### src/source/cacheGeomPkg.sv
/*
 * Cache geometry
 * Sizes of the direct-mapped L1 data cache, how a byte address
 * splits into tag, index and offset, and the entry types kept in SRAM.
 */
package cacheGeomPkg;

    // ==============================
    // sizes
    // ==============================
    localparam int addrWidth    = 32;                                   // byte address
    localparam int wordWidth    = 32;                                   // processor word
    localparam int lineWords    = 4;                                    // words per line
    localparam int lineWidth    = lineWords * wordWidth;                // 128 bit line
    localparam int numSets      = 16;                                   // direct mapped
    localparam int bytesPerWord = wordWidth / 8;
    localparam int indexWidth   = $clog2(numSets);                      // 4
    localparam int offsetWidth  = $clog2(lineWidth / 8);                // 4, byte in line
    localparam int tagWidth     = addrWidth - indexWidth - offsetWidth; // 24
    localparam int wordSelWidth = $clog2(lineWords);
    localparam int byteSelWidth = $clog2(bytesPerWord);
    localparam logic [31:0] sramPoison = 32'hBAD0_BAD0;                // unread sram output

    // ==============================
    // address split and entries
    // ==============================
    typedef struct packed {
        logic [tagWidth-1:0]     tag;
        logic [indexWidth-1:0]   index;
        logic [wordSelWidth-1:0] wordSel;  // word within the line
        logic [byteSelWidth-1:0] byteSel;  // byte within the word
    } cacheAddrT;

    typedef logic [lineWords-1:0][wordWidth-1:0] lineT;  // word 0 in the low bits

    typedef struct packed {
        logic [tagWidth-1:0] tag;  // valid bits live in flops
    } tagEntryT;

endpackage
### src/source/cacheBusPkg.sv
/*
 * Cache port types
 * Request and response structs for the processor side and the
 * memory side of the L1 data cache.
 */
package cacheBusPkg;
    import cacheGeomPkg::*;

    // ==============================
    // processor port
    // ==============================
    typedef struct packed {
        logic                    valid;   // level, held until done
        logic                    write;   // 1 for a store
        logic [addrWidth-1:0]    addr;
        logic [wordWidth-1:0]    wdata;
        logic [bytesPerWord-1:0] byteEn;  // set bit = byte written
    } cpuReqT;

    typedef struct packed {
        logic                 done;   // one cycle pulse
        logic [wordWidth-1:0] rdata;  // valid for reads in the done cycle
    } cpuRespT;

    // ==============================
    // memory port
    // ==============================
    typedef struct packed {
        logic                    valid;   // level, held until ready
        logic                    write;
        logic [addrWidth-1:0]    addr;    // line aligned for reads
        logic [wordWidth-1:0]    wdata;
        logic [bytesPerWord-1:0] byteEn;
    } memReqT;

    typedef struct packed {
        logic ready;  // one cycle pulse
        lineT rline;  // refill line, only meaningful with ready on a read
    } memRespT;

endpackage

### src/source/l1DataCache.sv
/*
 * L1 data cache top
 * Direct-mapped, write-through, no write allocate. Joins the
 * controller with the data line array and the tag array.
 */
`timescale 1ns/1ps

module l1DataCache import cacheGeomPkg::*, cacheBusPkg::*; (
    input  logic    CLK,
    input  logic    reset,
    input  cpuReqT  cpuReq,
    output cpuRespT cpuResp,
    output memReqT  memReq,
    input  memRespT memResp
);

    // ==============================
    // array wiring
    // ==============================
    logic [indexWidth-1:0] tagIndex;
    logic                  tagWEn;
    logic                  tagREn;
    tagEntryT              tagWVal;
    tagEntryT              tagRVal;

    logic [indexWidth-1:0] dataIndex;
    logic                  dataWEn;
    logic                  dataREn;
    lineT                  dataWVal;
    lineT                  dataWMask;
    lineT                  dataRVal;

    cacheController controller (
        .CLK       (CLK),
        .reset     (reset),
        .cpuReq    (cpuReq),
        .cpuResp   (cpuResp),
        .memReq    (memReq),
        .memResp   (memResp),
        .tagIndex  (tagIndex),
        .tagWEn    (tagWEn),
        .tagREn    (tagREn),
        .tagWVal   (tagWVal),
        .tagRVal   (tagRVal),
        .dataIndex (dataIndex),
        .dataWEn   (dataWEn),
        .dataREn   (dataREn),
        .dataWVal  (dataWVal),
        .dataWMask (dataWMask),
        .dataRVal  (dataRVal)
    );

    // 128 bit lines, one per set
    sram #(
        .entryT (lineT),
        .height (numSets)
    ) dataArray (
        .CLK   (CLK),
        .index (dataIndex),
        .wEn   (dataWEn),
        .rEn   (dataREn),
        .wVal  (dataWVal),
        .wMask (dataWMask),
        .rVal  (dataRVal)
    );

    // tags are always written whole
    sram #(
        .entryT (tagEntryT),
        .height (numSets)
    ) tagArray (
        .CLK   (CLK),
        .index (tagIndex),
        .wEn   (tagWEn),
        .rEn   (tagREn),
        .wVal  (tagWVal),
        .wMask ('0),         // nothing protected
        .rVal  (tagRVal)
    );

endmodule

### src/source/cacheController.sv
/*
 * Cache controller
 * Lookup, line refill and write-through FSM of the direct-mapped L1
 * data cache. Holds the per-set valid bits and drives both SRAM arrays.
 * Stores never allocate, a store hit updates the cached word in place.
 */
`timescale 1ns/1ps

module cacheController import cacheGeomPkg::*, cacheBusPkg::*; (
    input  logic                  CLK,
    input  logic                  reset,
    input  cpuReqT                cpuReq,
    output cpuRespT               cpuResp,
    output memReqT                memReq,
    input  memRespT               memResp,
    // tag array
    output logic [indexWidth-1:0] tagIndex,
    output logic                  tagWEn,
    output logic                  tagREn,
    output tagEntryT              tagWVal,
    input  tagEntryT              tagRVal,
    // data array
    output logic [indexWidth-1:0] dataIndex,
    output logic                  dataWEn,
    output logic                  dataREn,
    output lineT                  dataWVal,
    output lineT                  dataWMask,
    input  lineT                  dataRVal
);

    typedef enum logic [2:0] {
        idle,      // wait for a request
        lookup,    // tag array read and compare
        memRead,   // line read outstanding
        fill,      // write refill line and tag
        memWrite,  // store outstanding, cached word updated on hit
        respond    // done pulse, read data from the data array
    } stateT;

    stateT              state;
    stateT              nextState;
    cacheAddrT          reqAddr;       // request address split into fields
    logic [numSets-1:0] validBits;     // one per set, cleared by reset
    logic               hit;
    logic               storePending;  // store hit not yet written to the array
    lineT               refillLine;    // line captured on memory ready
    lineT               storeLine;     // store word in its lane
    lineT               storeMask;     // protect mask for the store

    assign reqAddr = cacheAddrT'(cpuReq.addr);  // processor holds addr stable

    // hit only counts in lookup, tagRVal is poison elsewhere
    assign hit = validBits[reqAddr.index] && (tagRVal.tag == reqAddr.tag);

    // ==============================
    // state and control flops
    // ==============================
    always_ff @(posedge CLK) begin
        if (reset) begin
            state        <= idle;
            validBits    <= '0;    // whole cache empty
            storePending <= 1'b0;
        end else begin
            state <= nextState;
            if (state == fill) begin
                validBits[reqAddr.index] <= 1'b1;  // line now present
            end
            if (state == lookup) begin
                storePending <= cpuReq.write && hit;
            end else if (state == memWrite) begin
                storePending <= 1'b0;              // written in the first memWrite cycle
            end
        end
    end

    // refill payload
    always_ff @(posedge CLK) begin
        if (state == memRead && memResp.ready) begin
            refillLine <= memResp.rline;
        end
    end

    // ==============================
    // next state
    // ==============================
    always_comb begin
        nextState = state;
        case (state)
            idle: begin
                if (cpuReq.valid) begin
                    nextState = lookup;
                end
            end
            lookup: begin
                if (cpuReq.write) begin
                    nextState = memWrite;  // write through on hit and miss
                end else if (hit) begin
                    nextState = respond;
                end else begin
                    nextState = memRead;
                end
            end
            memRead: begin
                if (memResp.ready) begin
                    nextState = fill;
                end
            end
            fill: begin
                nextState = respond;
            end
            memWrite: begin
                if (memResp.ready) begin
                    nextState = respond;
                end
            end
            respond: begin
                nextState = idle;
            end
            default: begin
                nextState = idle;
            end
        endcase
    end

    // ==============================
    // store steering and byte mask
    // ==============================
    always_comb begin
        storeLine = '0;
        storeMask = '1;  // protect everything by default
        storeLine[reqAddr.wordSel] = cpuReq.wdata;  // word into its lane
        for (int w = 0; w < lineWords; w++) begin
            for (int b = 0; b < bytesPerWord; b++) begin
                if (wordSelWidth'(w) == reqAddr.wordSel && cpuReq.byteEn[b]) begin
                    storeMask[w][b*8 +: 8] = 8'h00;  // open the addressed byte
                end
            end
        end
    end

    // ==============================
    // SRAM control
    // ==============================
    always_comb begin
        tagIndex    = reqAddr.index;         // both arrays share the set index
        dataIndex   = reqAddr.index;
        tagREn      = (state == lookup);
        tagWEn      = (state == fill);
        tagWVal.tag = reqAddr.tag;
        dataREn     = (state == respond);    // read data comes from the array
        dataWEn     = 1'b0;
        dataWVal    = storeLine;
        dataWMask   = storeMask;
        if (state == fill) begin
            dataWEn   = 1'b1;
            dataWVal  = refillLine;
            dataWMask = '0;                  // whole line replaced
        end else if (state == memWrite && storePending) begin
            dataWEn   = 1'b1;                // same cycle as the memory write request
        end
    end

    // ==============================
    // processor and memory ports
    // ==============================
    always_comb begin
        cpuResp.done  = (state == respond);
        cpuResp.rdata = dataRVal[reqAddr.wordSel];

        memReq.valid  = (state == memRead) || (state == memWrite);  // drops on the ready edge
        memReq.write  = (state == memWrite);
        memReq.wdata  = cpuReq.wdata;
        if (state == memWrite) begin
            memReq.addr   = cpuReq.addr;
            memReq.byteEn = cpuReq.byteEn;
        end else begin
            memReq.addr   = {reqAddr.tag, reqAddr.index, {offsetWidth{1'b0}}};  // line aligned
            memReq.byteEn = '1;
        end
    end

endmodule

### src/source/sram.sv
/*
 * Behavioural SRAM
 * Entry type and height are parameters. Writes land on the clock edge
 * and a set wMask bit keeps the stored bit. Reads are combinational.
 */
`timescale 1ns/1ps

module sram import cacheGeomPkg::*; #(
    parameter type entryT = lineT,
    parameter int  height = numSets
) (
    input  logic                      CLK,
    input  logic [$clog2(height)-1:0] index,
    input  logic                      wEn,
    input  logic                      rEn,
    input  entryT                     wVal,
    input  entryT                     wMask,   // 1 = protect stored bit
    output entryT                     rVal
);

    entryT mem [height];  // contents undefined after power up

    // poison pattern repeated over the whole entry width
    localparam logic [(($bits(entryT) + 31) / 32) * 32 - 1:0] poisonFill =
        {(($bits(entryT) + 31) / 32){sramPoison}};

    // protected bits keep their old value
    always_ff @(posedge CLK) begin
        if (wEn) begin
            mem[index] <= entryT'((wVal & ~wMask) | (mem[index] & wMask));
        end
    end

    // read straight from the array while enabled
    always_comb begin
        rVal = entryT'(poisonFill[$bits(entryT)-1:0]);  // visible when not reading
        if (rEn) begin
            rVal = mem[index];
        end
    end

endmodule

### config.mk
export PLATFORM = sky130hd
export DESIGN_NAME = l1DataCache
export DESIGN_NICKNAME = d
export VERILOG_FILES = /design/src/source/cacheGeomPkg.sv /design/src/source/cacheBusPkg.sv /design/src/source/l1DataCache.sv /design/src/source/cacheController.sv /design/src/source/sram.sv
export SDC_FILE = /design/constraint.sdc
export NUM_CORES = 2
export LEC_CHECK = 0
export BUFFER_PORTS_ARGS = -buffer_cell sky130_fd_sc_hd__buf_4
export CORE_ASPECT_RATIO = 0.6
export CORE_MARGIN = 3
export CORE_UTILIZATION = 33
export DETAILED_ROUTE_END_ITERATION = 8
export GPL_ROUTABILITY_DRIVEN = 0
export PLACE_DENSITY = 0.57
export SKIP_CTS_REPAIR_TIMING = 1
export SLEW_MARGIN = 20
export SYNTH_ARGS = -nofsm -noshare
export SYNTH_HDL_FRONTEND = slang
export SYNTH_SLANG_ARGS = --single-unit
### constraint.sdc
create_clock -name CLK -period 39.9 [get_ports CLK]
set_input_delay 1.995 -clock CLK [delete_from_list [all_inputs] [get_ports CLK]]
set_output_delay 1.995 -clock CLK [all_outputs]
set_load 0.005 [all_outputs]
==> results.cfg <==
[routing]
drt-total-wl_um = 271000
routedWlPerCell_um = 30.1
drc_errors = 0
ant_nets = 0
drt_iter0_markers = 6002
via_per_inst = 5.32
dr.pass1.iters = 5
vias = 48000

[finish]
final_layout_size_suffix_gt1_frac = 0.335
layout.nets = 5007
final_cell_area_sq_um = 116000
num-fill-cells = 26900
syn2layout_area_growth_pct = 15.3

[floorplanning]
coreArea_sq_um = 302000
dieArea_sq_um = 311000
num_rows = 156
dieHeight_um = 433
start_util = 0.333
die_x_um = 718
io_pins = 304

[synthesis]
synthXorXnorAreaFrac = 0.00166
ys_top_cells_by_area = edfxtp_1 (77%), mux4_2 (17%), mux2i_1 (1.6%)
synth-simple-area-share = 0.0146
synth_edf_count = 2560
yosysMostFrequentCell = edfxtp_1
synth-seq-cells = 2580
avgSynthCellArea_sq_um = 23.2
synthArstFlopShare = 0
synth_top_area_cell = edfxtp_1
synthDistinctLibCells = 50
ys_seq_area_frac = 0.769
synth_fp_nets = 4539
netlist_area_sq_um = 100000
synth-compound-area-share = 0.0104
synthAdderAreaFrac = 0
synthTopCellsByCount = edfxtp_1 (2560), mux4_2 (771), mux2i_1 (161), nand2_1 (154), o21ai_0 (135)
synth_cells = 4338
yosysWarningCount = 0
synth_top_family_by_area = multiplexers
ys.flop_type = edfxtp_1
synth_top_cell_area_share = 0.765
synthMuxAreaShare = 0.190

[sta]
max-slew-margin-rel = 0.149
fin_worst_skew_ns = 0.125
worstMarginPinSlew_ns = 1.28
min_period_ns = 10.33
fin_setup_tns_ns = 0
finalHoldViolations = 0
finalMaxSlewViolations = 0
setup_viol = 0
clock.fmax_mhz = 96.8
rsz0062_at_grt = no
period_share = 0.259

[placed_design]
portBuffers = 303
dpl_cell_area_sq_um = 108000
post-dp-hpwl_um = 146000

[setup_path]
end_kind = primary output
cp.arrival_ns = 8.34
path_class = in -> out
start_kind = input pin
cp_max_fo = 93
crit_required_ns = 37.90

[clock_tree]
cts_buffers = 237
root_buffer = clkbuf_16
cts_tree = done
insertion_delay_ns = 0.92
clkSlewWorstSetupHoldPaths_ns = 0.06
clock_sinks = 2580
clockBufferDepth = 4
htree_levels = 4

[min_path]
worst_hold_path_type = reg -> reg

[power_and_ir_drop]
p_switching_uw = 1220
seq_power_share = 0.544
powerDensity_nw_per_um2 = 48.4
intPower_uw = 4380
power.leakage_uw = 0.0362
swShare = 0.219
p_comb_frac = 0.066
irDropWorstVdd_mv = 0.0385
p_clk_frac = 0.390

[global_routing]
grt_overflow = 0
grt_max_degree = 140
antenna_found_initial = 14
gr-usage-all-layers = 0.171
grt_pass1_wl_um = 380000
grt_pass1_vias = 48400

[job]
drv_cap = 0

[run_status]
outcome = finished, final reports clean
## registers in the layout, summed over array words and instances, names as in the netlist
signal and flops:
controller.refillLine 128, controller.state 3, controller.storePending 1, controller.validBits 16, dataArray.mem 2048, tagArray.mem 384
## cell usage in the layout (no fill, tap or decap), drive strengths merged, types with 2 or more instances in the layout
cell	netlist	final
mux2i	161	161
and2	27	27
o21ba	4	4
nand3b	5	5
xnor2	13	13
nor3	3	3
mux2	9	9
inv	2	7
a21oi	3	3
a31oi	2	2
nand4	4	4
bufinv	0	15
nor2b	12	12
o22a	2	2
clkbuf	97	282
nand2b	25	25
a22o	2	2
a221oi	4	4
o41ai	2	2
nor4b	2	2
o22ai	12	12
o21ai	135	135
xor2	6	6
edfxtp	2560	2560
nor3b	3	3
nor4	3	3
dfxtp	20	20
nand3	10	10
clkinvlp	0	5
a21o	3	3
buf	195	521
nor2	67	67
mux4	771	771
a22oi	7	7
nand2	154	154
clkinv	0	118
## worst paths after layout
check | depth (start not counted) | start | end | slack, ns
max | 10 | cpuReq[40] | cpuResp[28] | 29.57
min | 2 | controller.validBits[6] | controller.validBits[6] | 0.47
min reg2reg | 2 | controller.validBits[6] | controller.validBits[6] | 0.47
max reg2reg | 8 | controller.state[0] | dataArray.mem[13][88] | 33.94
## critical path, stage by stage
cell and delay [ns]:
buf_8 0.56, buf_12 0.72, buf_4 0.89, buf_4 0.76, buf_4 0.87, mux4_2 0.60, mux4_2 0.53, mux4_2 0.55
nand2b_1 0.33, buf_4 0.26
## metrics by stage
stage               setup WS, ns  hold slack, ns  std cells   util  total power [uW]
floorplan                  24.99           0.435       4338      -              3320
CTS                        29.34           0.470       9020  0.383              5650
detailed placement         29.34           0.456       8595  0.359              3480
finish                     29.57           0.469       9022  0.383              5600
global route               28.96           0.489       9022  0.383              5790
global placement           29.38           0.444       8593  0.359              3460
## cells by family after synthesis
logic type	after synthesis
AOI/OAI and AO/OA	183
xor gates and xnor gates	19
buffers and inverters	294
DFF	2580
muxes	941
and+or+nand+nor	321
## power groups by stage
| stage | Combinational (uW) | Clock, uW | Sequential [uW] |
|---|---|---|---|
| floorplan | 211 | 0 | 3110 |
| global placement | 359 | 0 | 3110 |
| detailed placement | 369 | 0 | 3110 |
| CTS | 370 | 2230 | 3050 |
| global route | 396 | 2350 | 3050 |
| finish | 367 | 2190 | 3050 |
## metal layers
| layer | vias to the layer above | track usage | part of all wire |
|---|---|---|---|
| li1 | 19300 | - | - |
| met1 | 26400 | 0.251 | 0.44 |
| met2 | 1900 | 0.261 | 0.46 |
| met3 | 373 | 0.0385 | 0.080 |
| met4 | 12 | 0.0409 | 0.023 |
| met5 | - | 0 | 0.00031 |
## area by class of cell
cell class                      count  area (sq um)  share of cell area
Inverter                            2          7.51           0.0000648
Sequential cell                  2580         77300               0.667
Multi-Input combinational cell   1464         22100               0.190
Antenna cell                        1          2.50           0.0000216
Tap cell                         4029          5040              0.0435
Timing Repair Buffer              521          4140              0.0357
Clock buffer                      282          6120              0.0528
Clock inverter                    143          1180              0.0102
Power figures use the tool's default switching activity.
